==> src/logic/rtefi_pkg.sv <==
// Shared constants and types of the receive path, referenced by scoped names from each block
`default_nettype none

package rtefi_pkg;

	// Sizes
	localparam int PAW = 11;
	localparam int LEN_W = 11;
	localparam int N_UDP = 8;

	// Reset defaults for the station addresses
	localparam logic [47:0] DEF_MAC = 48'h12555500012d;
	// 192.168.7.4
	localparam logic [31:0] DEF_IP = {8'd192, 8'd168, 8'd7, 8'd4};
	// A port number of zero disables its slot
	localparam logic [15:0] DEF_UDP0 = 16'd7;
	localparam logic [15:0] DEF_UDP1 = 16'd801;
	localparam logic [15:0] DEF_UDP2 = 16'd802;
	localparam logic [15:0] DEF_UDP3 = 16'd803;
	localparam logic [15:0] DEF_UDP4 = 16'd0;
	localparam logic [15:0] DEF_UDP5 = 16'd0;
	localparam logic [15:0] DEF_UDP6 = 16'd0;
	localparam logic [15:0] DEF_UDP7 = 16'd0;

	// Byte offsets from the first destination MAC byte
	localparam logic [LEN_W-1:0] OFF_ETYPE = 11'd12;
	localparam logic [LEN_W-1:0] OFF_IP_VER = 11'd14;
	localparam logic [LEN_W-1:0] OFF_IP_PROTO = 11'd23;
	localparam logic [LEN_W-1:0] OFF_IP_DST = 11'd30;
	localparam logic [LEN_W-1:0] OFF_UDP_DPORT = 11'd36;
	localparam logic [LEN_W-1:0] OFF_ARP_TPA = 11'd38;
	// Shorter frames are reported as category none
	localparam logic [LEN_W-1:0] MIN_UDP_LEN = 11'd46;

	// Protocol constants
	localparam logic [7:0] ETH_SFD = 8'hD5;
	localparam logic [7:0] IP_VER_IHL = 8'h45;
	localparam logic [15:0] ETYPE_IPV4 = 16'h0800;
	localparam logic [15:0] ETYPE_ARP = 16'h0806;
	localparam logic [7:0] PROTO_UDP = 8'd17;
	// Residue in the usual MSB-first notation
	localparam logic [31:0] CRC_RESIDUE = 32'hC704DD7B;

	// Status vector layout
	localparam int ST_CRC_OK = 0;
	localparam int ST_MAC_OK = 1;
	localparam int ST_IP_OK = 2;
	localparam int ST_CAT_LO = 3;
	localparam int ST_SEL_LO = 5;

	typedef enum logic [1:0] {
		CAT_NONE = 2'd0,
		CAT_ARP = 2'd1,
		CAT_UDP = 2'd2,
		CAT_OTHER = 2'd3
	} rx_cat_e;

endpackage

`default_nettype wire
==> src/logic/rtefi_config.sv <==
// Run-time station MAC/IP and UDP port table with the port lookup used by the scanner
`timescale 1ns/1ns
`default_nettype none

module rtefi_config (
	input wire logic rx_clk,
	input wire logic rst_n,
	input wire logic [3:0] config_a,
	input wire logic [7:0] config_d,
	input wire logic config_s,
	input wire logic config_p,
	input wire logic [15:0] dport,
	output logic [47:0] cfg_mac,
	output logic [31:0] cfg_ip,
	output logic udp_hit,
	output logic [2:0] udp_sel
);

	logic [15:0] port_q [rtefi_pkg::N_UDP];

	always_ff @(posedge rx_clk) begin
		if (!rst_n) begin
			cfg_mac <= rtefi_pkg::DEF_MAC;
			cfg_ip <= rtefi_pkg::DEF_IP;
			port_q[0] <= rtefi_pkg::DEF_UDP0;
			port_q[1] <= rtefi_pkg::DEF_UDP1;
			port_q[2] <= rtefi_pkg::DEF_UDP2;
			port_q[3] <= rtefi_pkg::DEF_UDP3;
			port_q[4] <= rtefi_pkg::DEF_UDP4;
			port_q[5] <= rtefi_pkg::DEF_UDP5;
			port_q[6] <= rtefi_pkg::DEF_UDP6;
			port_q[7] <= rtefi_pkg::DEF_UDP7;
		end else begin
			// Address 0 is the first MAC byte on the wire, 6 the first IP byte
			if (config_s) begin
				if (config_a < 4'd6)
					cfg_mac[47 - 8 * config_a -: 8] <= config_d;
				else if (config_a < 4'd10)
					cfg_ip[31 - 8 * (config_a - 4'd6) -: 8] <= config_d;
			end
			// Two bytes per slot, high byte at the even address
			if (config_p) begin
				if (config_a[0])
					port_q[config_a[3:1]][7:0] <= config_d;
				else
					port_q[config_a[3:1]][15:8] <= config_d;
			end
		end
	end

	// Parallel compare, scanning downward so the lowest matching slot wins
	always_comb begin
		udp_hit = 1'b0;
		udp_sel = 3'd0;
		for (int i = rtefi_pkg::N_UDP - 1; i >= 0; i--) begin
			if (port_q[i] != 16'd0 && port_q[i] == dport) begin
				udp_hit = 1'b1;
				udp_sel = 3'(i);
			end
		end
	end

endmodule

`default_nettype wire

==> config.mk <==
export PLATFORM = sky130hd
export DESIGN_NAME = rtefi_config
export DESIGN_NICKNAME = d
export VERILOG_FILES = /design/src/logic/rtefi_pkg.sv /design/src/logic/rtefi_config.sv
export SDC_FILE = /design/constraint.sdc
export NUM_CORES = 1
export LEC_CHECK = 0
export ABC_AREA = 1
export BUFFER_PORTS_ARGS = -buffer_cell sky130_fd_sc_hd__clkbuf_2
export CORE_ASPECT_RATIO = 0.9
export CORE_MARGIN = 1.5
export CORE_UTILIZATION = 50
export CTS_BUF_LIST = sky130_fd_sc_hd__clkbuf_2 sky130_fd_sc_hd__clkbuf_4 sky130_fd_sc_hd__clkbuf_8
export CTS_CLUSTER_SIZE = 16
export DETAILED_ROUTE_END_ITERATION = 10
export PLACE_DENSITY = 0.72
export SLEW_MARGIN = 10
export SYNTH_ARGS = -nofsm -noshare
export SYNTH_HDL_FRONTEND = slang
export SYNTH_SLANG_ARGS = --single-unit
==> constraint.sdc <==
create_clock -name rx_clk -period 1.84 [get_ports rx_clk]
set_input_delay 0.184 -clock rx_clk [delete_from_list [all_inputs] [get_ports rx_clk]]
set_output_delay 0.184 -clock rx_clk [all_outputs]
set_load 0.1 [all_outputs]
==> summary.txt, run 1 <==
Latest clock arrival within the worst-skew pair: 0.53 ns
P_int: 0.00791 W
Fillers: 1562
Crit path required time: 1.66 ns
Synth Instances: 1094
GR Overflow Total: 0
Area of the multi-input gates: 3870 um^2
Slew headroom: 0.624
GPL Wtd Cong: 0.947
Placed Cells: 1522
Drt wl/cell: 17.6 um
Crit Reg-Reg Endpoint: cfg_mac[15]$_SDFFE_PN0P_
Detailed Route WL: 27900 um
Vias in the first global route: 8244
Nature of the critical path startpoint: register
Cell area after synthesis: 9750 um^2
Dpl hpwl: 19200 um
Seq/Total Area, Yosys: 0.559
Crit Path Category: reg -> out
Largest net degree at the start of global routing: 85
Slew @ Worst Pin: 0.564 ns
Hold WC Path Type: in -> reg
Storage cell area: 5450 um^2
Clock Skew: 0 ns
Synthesized area per cell: 8.91 um^2
Final worst slack: -0.620 ns
Failing checks: setup timing
Vias/cell: 5.34
Pwr dens: 865 nW/um^2
Maximum VDD drop: 0.603 mV
Comb pwr share: 0.108
Final hold slack: 0.0767 ns
WP data arrival: 2.28 ns
Total GRT Usage: 0.280
Final ANT Viol Nets: 0
H-tree lvl count: 2
Power share of the clock group: 0.400
Flops & latches, synth: 208
Layout cells sized above 1: 0.252
Total core area: 19200 um^2
Final worst-path cycle share: 1.34
F_max: 0.406 GHz
Layout Cells excl Fill: 1585
DIE WIDTH: 150 um
Sw frac: 0.262
CTS Root Cell: clkbuf_8
Overall power: 0.0107 W
Ant diodes: 0
Finish-stage setup viols: 4
Die H: 135 um
Leak pwr: 5.33 nW
R2r setup slk: 1.13 ns
Clk pin slew, worst setup/hold paths: 0.07 ns
CTS Sinks: 208
IO Port Bufs: 115
Reg power frac: 0.492
DRC Markers: 0
Max clock buf depth: 3
CTS tree: done
Tmin final: 2.46 ns
Initial DRC count: 625
Inserted Clock Buffers: 34
RSZ-0062 raised after global routing: yes
Crit path to: udp_sel[2]
Syn Nets: 1129
Final Hold Fails: 0
Rows: 48
CP max FO: 3
CP Launch Point: port_q[4][6]$_SDFFCE_PN0P_
Die Area: 20300 um^2
Setup Slack @ Placement: -0.147 ns
Distinct cells, synth: 32
Initial Util: 0.509
Number of warnings issued by yosys: 0
Hold path depth: 5
# IOs: 116
Initial antenna violation count: 0
Crit path capture type: primary output
R2r startpoint: cfg_mac[15]$_SDFFE_PN0P_
Reg2Reg Depth: 2
Vias after detailed routing: 8467
Area grow syn2layout: 27.0%
Outcome: complete, but fails checks
DRT Pass-1 Iters: 5
Psw: 0.00280 W
Final #Nets: 1345
Max-cap viol count: 0
Count of pins over their slew limit: 0
Setup Total Neg Slack: -2.36 ns
First-pass GRT wire length: 43400 um
## final cells by class
cell class                      instances  area share
Clock buffer                           53      0.0544
Clock inverter                          8     0.00475
Inverter                               96      0.0293
Multi-Input combinational cell        740       0.313
Sequential cell                       208       0.440
Tap cell                              250      0.0253
Timing Repair Buffer                  230       0.133
## per-layer routing
metal	share of wire	global-route usage
met1	0.42	0.379
met2	0.46	0.448
met3	0.094	0.0586
met4	0.027	0.0986
met5	0	0
## cells in the mapped netlist
cell type / n / area [um^2]
ha_1: 3 / 37.5
nand3_1: 18 / 90.1
xor2_1: 45 / 394
nor2_1: 216 / 811
nor2_2: 3 / 18.8
or2_1: 1 / 6.26
o21ai_1: 10 / 50.1
a21oi_1: 51 / 255
nand3b_1: 1 / 7.51
a22o_1: 2 / 17.5
o211ai_1: 22 / 165
nand2_2: 3 / 18.8
buf_2: 18 / 90.1
buf_6: 2 / 22.5
nand2_1: 194 / 728
edfxtp_1: 128 / 3840
o2bb2ai_1: 1 / 8.76
nor4_4: 1 / 21.3
buf_4: 2 / 15.0
clkbuf_1: 28 / 105
nand3_2: 2 / 20.0
nor4_1: 24 / 150
inv_2: 6 / 22.5
nor3_1: 12 / 60.1
xnor2_1: 36 / 315
inv_4: 1 / 6.26
o21ai_0: 58 / 290
nor2_4: 2 / 22.5
o22ai_1: 9 / 56.3
dfxtp_1: 80 / 1600
nand4_1: 26 / 163
inv_1: 89 / 334
## power groups by stage
stage | Clock, W | Sequential [W] | Combinational (W)
after floorplan | 0 | 0.00540 | 0.000620
after global placement | 0 | 0.00535 | 0.00111
after detailed placement | 0 | 0.00536 | 0.00113
after CTS | 0.00433 | 0.00527 | 0.00114
after global routing | 0.00452 | 0.00529 | 0.00125
final | 0.00428 | 0.00527 | 0.00116
## repair_timing
| item | CTS | global route |
|---|---|---|
| hold buffers | 1 | 0 |
| endpoints found under the setup margin | 4 | 4 |
| cloned | 0 | 0 |
| endpoints found under the hold margin | 1 | 0 |
| gates resized for setup | 7 | 14 |
| pin swaps | 10 | 12 |
| buffers inserted | 1 | 0 |
## cell families (layout without fill, tap and decap cells)
group                    count (synthesis)  in the layout  synth area share
AND/OR/NAND/NOR                        503            503             0.217
buffers and inverters                  146            387            0.0611
adder cells (fa/ha/maj)                  3              3           0.00385
AO/OA/AOI/OAI                          153            153            0.0865
flip-flops                             208            208             0.559
XOR/XNOR                                81             81            0.0728
## how the worst min path moves through the flow
stage | slack (ns) | startpoint | to
final | 0.08 | config_d[1] | cfg_ip[17]$_SDFFE_PN0P_
after CTS | 0.06 | config_d[1] | cfg_ip[17]$_SDFFE_PN0P_
after floorplan | 0.31 | config_d[0] | cfg_mac[8]$_SDFFE_PN1P_
after detailed placement | 0.42 | config_d[0] | cfg_mac[8]$_SDFFE_PN1P_
after global routing | 0.11 | config_d[1] | cfg_ip[17]$_SDFFE_PN0P_
after global placement | 0.41 | config_d[0] | cfg_mac[8]$_SDFFE_PN1P_
## critical path, stage by stage, from the launching register on
cell,delay (ns)
edfxtp_1,0.43
xnor2_1,0.20
nand4_1,0.11
nor2_1,0.11
nand4_1,0.27
nand2_2,0.17
nor2_4,0.05
nor3_4,0.19
buf_12,0.20
## stage by stage
stage	util	area [um^2]
global placement	0.603	11500
detailed placement	0.603	11500
CTS	0.644	12300
floorplan	-	9840
finish	0.646	12400
global route	0.646	12400
## cell usage in the layout (no fill, tap or decap), types with 2 or more instances in the layout
cell type  instances
a21oi_1           49
a21oi_4            2
a22o_1             2
buf_12            16
buf_4            102
clkbuf_2         111
clkbuf_4           9
clkbuf_8          44
clkinv_2           4
dfxtp_1           80
edfxtp_1         128
ha_4               3
inv_1             86
inv_2              9
nand2_1          188
nand2_2            8
nand3_1           15
nand3_2            5
nand4_1           26
nor2_1           210
nor2_2             7
nor2_4             4
nor3_1            10
nor4_1            20
nor4_2             4
o211ai_1          22
o21ai_0           56
o21ai_1           11
o22ai_1            9
xnor2_1           36
xor2_1            45
## flip-flops by register name (all words and copies together) (netlist names)
register and cells:
port_q 128, cfg_mac 48, cfg_ip 32
Note: power is estimated with default switching activity, not from simulation.
==> inputs of run 2 (changes only) <==
--- a/config.mk
+++ b/config.mk
@@ -5,15 +5,14 @@
 export SDC_FILE = /design/constraint.sdc
 export NUM_CORES = 1
 export LEC_CHECK = 0
-export ABC_AREA = 1
-export BUFFER_PORTS_ARGS = -buffer_cell sky130_fd_sc_hd__clkbuf_2
 export CORE_ASPECT_RATIO = 0.9
 export CORE_MARGIN = 1.5
 export CORE_UTILIZATION = 50
 export CTS_BUF_LIST = sky130_fd_sc_hd__clkbuf_2 sky130_fd_sc_hd__clkbuf_4 sky130_fd_sc_hd__clkbuf_8
 export CTS_CLUSTER_SIZE = 16
 export DETAILED_ROUTE_END_ITERATION = 10
-export PLACE_DENSITY = 0.72
+export DONT_BUFFER_PORTS = 1
+export PLACE_DENSITY = 0.67
 export SLEW_MARGIN = 10
 export SYNTH_ARGS = -nofsm -noshare
 export SYNTH_HDL_FRONTEND = slang
==> run 2 against run 1 <==
The run still ends with setup timing left. Maximum frequency decreased by 4.1%. Combinational power down 22%. Via count shrank 16%. Cell count fell by 19%. Clock skew unchanged. Synthesized cell count fell by 21%. Critical endpoint is now udp_hit. Largest cell class unchanged. Critical path type unchanged. Sequential power barely moved. Area after synthesis rose by 2.1%. Largest power group unchanged.
==> summary.txt, run 2 <==
Vias in the first global route: 7502 (was 8244)
Final #Nets: 1043 (was 1345)
Rows: 48 (unchanged)
Max clock buf depth: 3 (unchanged)
Ranking of synthesized cells by area: edfxtp_1 39%, dfxtp_1 16%, xnor2_1 9.9% (was edfxtp_1 39%, dfxtp_1 16%, nor2_1 8.3%)
Crit Reg-Reg Endpoint: cfg_mac[0]$_SDFFE_PN1P_ (was cfg_mac[15]$_SDFFE_PN0P_)
Die H: 137 um (was 135 um)
Initial antenna violation count: 0 (unchanged)
Die Area: 20800 um^2 (was 20300 um^2)
Largest net degree at the start of global routing: 81 (was 85)
Largest registers: port_q (128), cfg_mac (48), cfg_ip (32) (unchanged)
Finish-stage setup viols: 4 (unchanged)
Max reg flops: 128 (unchanged)
Final core utilization: 0.642 (was 0.646)
Post-synth EDFFs: 128 (unchanged)
Sink of the worst hold path: cfg_ip[15]$_SDFFE_PN0P_ (was cfg_ip[17]$_SDFFE_PN0P_)
Number of warnings issued by yosys: 0 (unchanged)
Max stage delay cell, worst path: edfxtp_1 (unchanged)
Initial Util: 0.515 (was 0.509)
Reg2Reg Depth: 4 (was 2)
Tmin final: 2.56 ns (was 2.46 ns)
Area grow syn2layout: 24.7% (was 27.0%)
DIE WIDTH: 152 um (was 150 um)
DRT Pass-1 Iters: 6 (was 5)
Crit path required time: 1.66 ns (about the same)
Critical path's top delay family: simple AND/OR/NAND/NOR gates (unchanged)
List of most frequent post-synthesis cells: 128 x edfxtp_1, 113 x and2_1, 113 x xnor2_1 (was 216 x nor2_1, 194 x nand2_1, 128 x edfxtp_1)
Seq/Total Area, Yosys: 0.547 (was 0.559)
Crit-path cells: buf_4, nor4_2, and4_1, nor2_4, a21oi_2, buf_4, nand2_1, or2_4, buf_12 (was xnor2_1, nand4_1, nor2_1, nand4_1, nand2_2, nor2_4, nor3_4, buf_12)
Top routing layer used: met4 (unchanged)
Slew headroom: 0.626 (was 0.624)
Initial DRC count: 531 (was 625)
Area leader, netlist: edfxtp_1 (unchanged)
R2r startpoint: cfg_mac[0]$_SDFFE_PN1P_ (was cfg_mac[15]$_SDFFE_PN0P_)
Cell area after synthesis: 9950 um^2 (was 9750 um^2)
WP buf/inv: 3 (was 1)
Crit path capture type: primary output (unchanged)
Most frequent cell after synthesis: edfxtp_1 (was nor2_1)
Crit Path Category: reg -> out (unchanged)
Post-synth ARST share: 0 (unchanged)
Clock Skew: 0 ns (unchanged)
Synth Instances: 864 (was 1094)
Met3 Routed Length: 2790 um (was 2610 um)
Latest clock arrival within the worst-skew pair: 0.51 ns (was 0.53 ns)
WP data arrival: 2.38 ns (was 2.28 ns)
CP max stage delay: 0.39 ns (was 0.43 ns)
Inserted Clock Buffers: 38 (was 34)
CTS tree: done (unchanged)
Hold path startpoint: config_d[7] (was config_d[1])
GPL Wtd Cong: 0.855 (was 0.947)
R2r setup slk: 0.37 ns (was 1.13 ns)
Synthesized area per cell: 11.5 um^2 (was 8.91 um^2)
Final worst-path cycle share: 1.39 (was 1.34)
Share of the synthesized area in the top cell type: 0.386 (was 0.394)
Syn Nets: 899 (was 1129)
CTS Sinks: 208 (unchanged)
Distinct cells, synth: 35 (was 32)
Met1 wire length: 10700 um (was 11800 um)
Slew @ Worst Pin: 0.557 ns (was 0.564 ns)
Hold WC Path Type: in -> reg (unchanged)
Outcome: complete, but fails checks (unchanged)
CTS Root Cell: clkbuf_8 (unchanged)
Vias/cell: 5.56 (was 5.34)
Post-route cell area: 12400 um^2 (about the same)
Synth Flop Type: edfxtp_1 (unchanged)
Cell mode on critical path: buf_4 (was nand4_1)
Leak pwr: 4.71 nW (was 5.33 nW)
Largest Register: port_q (unchanged)
Max-cap viol count: 0 (unchanged)
Maximum VDD drop: 0.740 mV (was 0.603 mV)
F_max: 0.390 GHz (was 0.406 GHz)
Setup Total Neg Slack: -2.80 ns (was -2.36 ns)
Most frequent cells in the layout: 129 x buf_4, 128 x edfxtp_1, 113 x xnor2_1 (was 210 x nor2_1, 188 x nand2_1, 128 x edfxtp_1)
H-tree lvl count: 2 (unchanged)
RSZ-0062 raised after global routing: yes (unchanged)
First-pass GRT wire length: 41700 um (was 43400 um)
Commonest non-fill, non-tap cell in the layout: buf_4 (was nor2_1)
Total core area: 19300 um^2 (was 19200 um^2)
Failing checks: setup timing (unchanged)
Dpl hpwl: 16900 um (was 19200 um)
Met2 wire length: 13300 um (was 12700 um)
GR Overflow Total: 0 (unchanged)
Layout cells sized above 1: 0.233 (was 0.252)
Drt wl/cell: 21.6 um (was 17.6 um)
Hold path depth: 3 (was 5)
Final worst slack: -0.725 ns (was -0.620 ns)
Final ANT Viol Nets: 0 (unchanged)
CP max FO: 3 (unchanged)
Pwr dens: 838 nW/um^2 (was 865 nW/um^2)
Post-Place Cell Area: 11300 um^2 (was 11500 um^2)
Clk pin slew, worst setup/hold paths: 0.06 ns (was 0.07 ns)
Detailed Route WL: 27800 um (was 27900 um)
IO Port Bufs: 0 (was 115)
DRC Markers: 0 (unchanged)
Vias after detailed routing: 7150 (was 8467)
# IOs: 116 (unchanged)
Final Hold Fails: 0 (unchanged)
Total GRT Usage: 0.274 (was 0.280)
Count of pins over their slew limit: 0 (unchanged)
Flops & latches, synth: 208 (unchanged)
Nature of the critical path startpoint: register (unchanged)
run 2: power by group:
| group | switching, W | internal, W |
|---|---|---|
| combinational | 0.000483 | 0.000426 |
| sequential | 0.000132 | 0.00512 |
| clock | 0.00191 | 0.00233 |
| total | 0.00253 | 0.00788 |
run 2: area by class of cell:
cell class | instances | area, um^2
Antenna cell | 1 | 2.50
Clock buffer | 47 | 609
Clock inverter | 21 | 125
Fill cell | 1477 | 6920
Inverter | 4 | 17.5
Multi-Input combinational cell | 599 | 4480
Sequential cell | 208 | 5450
Tap cell | 250 | 313
Timing Repair Buffer | 157 | 1430
run 2: worst max path at each step:
stage                                      startpoint                 endpoint  slack, ns  cells past startpoint
after floorplan            port_q[6][5]$_SDFFCE_PN0P_               udp_sel[1]      -0.19                      7
after detailed placement                  config_a[1]  cfg_ip[18]$_SDFFE_PN0P_      -0.32                     12
after CTS                  port_q[6][8]$_SDFFCE_PN0P_               udp_sel[0]      -0.80                      9
after global placement    port_q[6][12]$_SDFFCE_PN0P_               udp_sel[0]      -0.31                      9
final                     port_q[6][12]$_SDFFCE_PN0P_                  udp_hit      -0.72                      9
after global routing      port_q[6][14]$_SDFFCE_PN0P_               udp_sel[0]      -0.86                      8
run 2: through the flow:
step | worst slack (ns) | cells | hold slack (ns) | power, W
final | -0.725 | 1287 | 0.0216 | 0.0104
after global routing | -0.857 | 1286 | 0.0248 | 0.0108
after CTS | -0.798 | 1285 | 0.000968 | 0.0105
after detailed placement | -0.316 | 1197 | 0.266 | 0.00607
after global placement | -0.305 | 1197 | 0.260 | 0.00603
after floorplan | -0.193 | 864 | 0.350 | 0.00599
run 2: worst register-to-register path, delay by kind of cell, from the launching register on:
| family | cells | cell delay, ns |
|---|---|---|
| buffers and inverters | 2 | 0.79 |
| flip-flops | 1 | 0.30 |
| AND/OR/NAND/NOR | 1 | 0.08 |
| multiplexers | 1 | 0.20 |
run 2: routing by layer:
metal / track usage / up-vias
li1: - / 3312
met1: 0.326 / 3424
met2: 0.459 / 337
met3: 0.0877 / 77
met4: 0.111 / 0
met5: 0 / -
run 2: cell families (layout without fill, tap and decap cells):
logic type / count (synthesis) / after routing / share of synthesized area
xor gates and xnor gates: 129 / 129 / 0.114
other: 0 / 1 / 0
muxes: 76 / 76 / 0.0764
adders and majority gates: 3 / 3 / 0.00377
and+or+nand+nor: 365 / 365 / 0.219
AOI/OAI and AO/OA: 26 / 26 / 0.0152
buffers and inverters: 57 / 229 / 0.0250
DFF: 208 / 208 / 0.547
run 2: timing repair:
action,in CTS,in global routing
endpoints found under the setup margin,4,4
pin swaps,9,6
hold endpoints to repair,208,0
gates resized for setup,12,3
hold buffers,20,0
setup buffers,1,1
==> inputs of run 3 (changes only) <==
--- a/config.mk
+++ b/config.mk
@@ -6,7 +6,6 @@
 export NUM_CORES = 1
 export LEC_CHECK = 0
 export CORE_ASPECT_RATIO = 0.9
-export CORE_MARGIN = 1.5
 export CORE_UTILIZATION = 50
 export CTS_BUF_LIST = sky130_fd_sc_hd__clkbuf_2 sky130_fd_sc_hd__clkbuf_4 sky130_fd_sc_hd__clkbuf_8
 export CTS_CLUSTER_SIZE = 16
==> constraint.sdc (replaced) <==
create_clock -name rx_clk -period 2.1 [get_ports rx_clk]
set_input_delay 0.21 -clock rx_clk [delete_from_list [all_inputs] [get_ports rx_clk]]
set_output_delay 0.21 -clock rx_clk [all_outputs]
set_load 0.1 [all_outputs]
==> run 3 against run 2 <==
The flow still finishes with violations (setup timing). Global-route usage fell by 0.092 points. Via count is 1.3% lower. Combinational power fell by 20%. Clock power fell by 7.5%. Critical path type unchanged. Sequential share of layout area is 1.2 points higher. Final area is 2.6% lower. Critical path depth unchanged. Routed wire length shrank 1.7%. Power decreased by 11%. Utilization is 1.7 points lower. First-iteration DRC count decreased by 16%. Largest cell class unchanged.
==> summary.txt, run 3 (synthesis results as in run 2) <==
Max reg flops: 128 (unchanged)
Detailed Route WL: 27300 um (was 27800 um)
CP max FO: 2 (was 3)
Layout cells sized above 1: 0.206 (was 0.233)
IO Port Bufs: 0 (unchanged)
F_max: 0.379 GHz
Max-cap viol count: 0 (unchanged)
Final worst slack: -0.540 ns (was -0.725 ns)
Final hold slack: 0.0216 ns (about the same)
Hold WC Path Type: in -> reg (unchanged)
First-pass GRT wire length: 41500 um (was 41700 um)
Dpl hpwl: 17200 um (was 16900 um)
CTS Root Cell: clkbuf_8 (unchanged)
Vias/cell: 5.60 (was 5.56)
Power share of the clock group: 0.423 (was 0.408)
Maximum VDD drop: 0.577 mV (was 0.740 mV)
Most frequent cells in the layout: 128 x edfxtp_1, 113 x xnor2_1, 113 x and2_1 (was 129 x buf_4, 128 x edfxtp_1, 113 x xnor2_1)
Area grow syn2layout: 21.5% (was 24.7%)
H-tree lvl count: 2 (unchanged)
Pwr dens: 765 nW/um^2 (was 838 nW/um^2)
Vias in the first global route: 7412 (was 7502)
Outcome: complete, but fails checks (unchanged)
WP data arrival: 2.43 ns (was 2.38 ns)
DRC Markers: 0 (unchanged)
Sw frac: 0.236 (was 0.243)
Commonest non-fill, non-tap cell in the layout: edfxtp_1 (was buf_4)
Max clock buf depth: 3 (unchanged)
DIE WIDTH: 151 um (was 152 um)
Crit Path Category: reg -> out (unchanged)
Latest clock arrival within the worst-skew pair: 0.54 ns (was 0.51 ns)
Final #Nets: 1015 (was 1043)
CTS tree: done (unchanged)
Initial DRC count: 447 (was 531)
Initial antenna violation count: 1 (was 0)
Leak pwr: 4.58 nW (was 4.71 nW)
Placed Cells: 1181 (was 1197)
CTS Sinks: 208 (unchanged)
Storage cell area: 5450 um^2 (unchanged)
Finish-stage setup viols: 4 (unchanged)
Largest net degree at the start of global routing: 81 (unchanged)
Slew headroom: 0.203 (was 0.626)
Count of pins over their slew limit: 0 (unchanged)
Nature of the critical path startpoint: register (unchanged)
Initial Util: 0.515 (unchanged)
Reg power frac: 0.498 (was 0.505)
Tmin final: 2.64 ns
Slew @ Worst Pin: 1.19 ns (was 0.557 ns)
GR Overflow Total: 0 (unchanged)
Crit path required time: 1.89 ns (was 1.66 ns)
Layout Cells excl Fill: 1260 (was 1287)
Final worst-path cycle share: 1.26
Drt wl/cell: 21.7 um (was 21.6 um)
Failing checks: setup timing (unchanged)
Total GRT Usage: 0.273 (was 0.274)
Area of the multi-input gates: 4390 um^2 (was 4480 um^2)
# IOs: 116 (unchanged)
DRT Pass-1 Iters: 5 (was 6)
Vias after detailed routing: 7057 (was 7150)
Clock Skew: 0 ns (unchanged)
Die H: 136 um (was 137 um)
Total core area: 19300 um^2 (unchanged)
Die Area: 20500 um^2 (was 20800 um^2)
Final core utilization: 0.625 (was 0.642)
R2r setup slk: 1.09 ns (was 0.37 ns)
RSZ-0062 raised after global routing: yes (unchanged)
Rows: 48 (unchanged)
Largest Register: port_q (unchanged)
Clk pin slew, worst setup/hold paths: 0.07 ns (was 0.06 ns)
Psw: 0.00218 W (was 0.00253 W)
Setup Total Neg Slack: -2.10 ns (was -2.80 ns)
GPL Wtd Cong: 0.906 (was 0.855)
Fillers: 1532 (was 1477)
P_int: 0.00707 W (was 0.00788 W)
Comb pwr share: 0.079 (was 0.087)
Crit path capture type: primary output (unchanged)
Final Hold Fails: 0 (unchanged)
Largest registers: port_q (128), cfg_mac (48), cfg_ip (32) (unchanged)
Inserted Clock Buffers: 37 (was 38)
Final ANT Viol Nets: 0 (unchanged)
## run 3: cell count changes in the layout (fill, tap and decap cells not counted), sizes merged
cell	before	now
dlygate4sd3	11	4
clkinv	19	11
bufinv	1	2
clkbuf	47	53
diode	1	2
buf	146	126
## run 3: path summary, 6_finish.rpt
path                                   start                          to  depth (start not counted)
hold / removal                         rst_n  port_q[1][6]$_SDFFCE_PN0P_                          2
setup / recovery  port_q[6][0]$_SDFFCE_PN0P_                  udp_sel[1]                          9
hold reg to reg     cfg_mac[32]$_SDFFE_PN1P_    cfg_mac[32]$_SDFFE_PN1P_                          2
setup reg to reg    cfg_mac[16]$_SDFFE_PN0P_    cfg_mac[16]$_SDFFE_PN0P_                          3
## run 3: final cells by class
class,instances,area share
Tap cell,250,0.0259
Timing Repair Buffer,130,0.0959
Clock inverter,14,0.00942
Sequential cell,208,0.450
Multi-Input combinational cell,599,0.363
Clock buffer,53,0.0541
Antenna cell,2,0.000414
Inverter,4,0.00124
## run 3: worst max-delay path, stage by stage (launching register included)
cell and delay (ns):
edfxtp_1 0.40, buf_4 0.16, xor2_1 0.13, nor4_1 0.24, nand4_1 0.18, nor2_4 0.18, a21oi_2 0.07, nand2b_4 0.16
a31oi_4 0.18, buf_12 0.19
## run 3: repair_timing
action                                  in CTS  in global routing
resized for setup                           12                  2
endpoints found under the setup margin       4                  4
setup buffers                                0                  1
pin swaps                                    8                  7
hold buffers                                10                  0
hold endpoints to repair                   208                  0
## run 3: power groups by stage
stage / logic (W) / clock network, W / registers (W)
floorplan: 0.000528 / 0 / 0.00470
global placement: 0.000567 / 0 / 0.00468
detailed placement: 0.000594 / 0 / 0.00469
CTS: 0.000727 / 0.00396 / 0.00460
global route: 0.000783 / 0.00415 / 0.00462
finish: 0.000730 / 0.00392 / 0.00461
## run 3: per-layer routing
layer	routed length, um	part of all wire	GRT usage
met2	12900	0.47	0.446
met5	0	0	0
met4	702	0.026	0.101
met3	2700	0.099	0.0785
met1	11100	0.41	0.344
## run 3: per-stage QoR
step | area [um^2] | total power, W | setup slack, ns
6_report | 12100 | 0.00926 | -0.540
5_1_grt | 12100 | 0.00955 | -0.631
4_1_cts | 12100 | 0.00929 | -0.610
3_5_place_dp | 11100 | 0.00528 | -0.215
3_3_place_gp | 11100 | 0.00524 | -0.123
2_1_floorplan | 10000 | 0.00523 | -0.0931
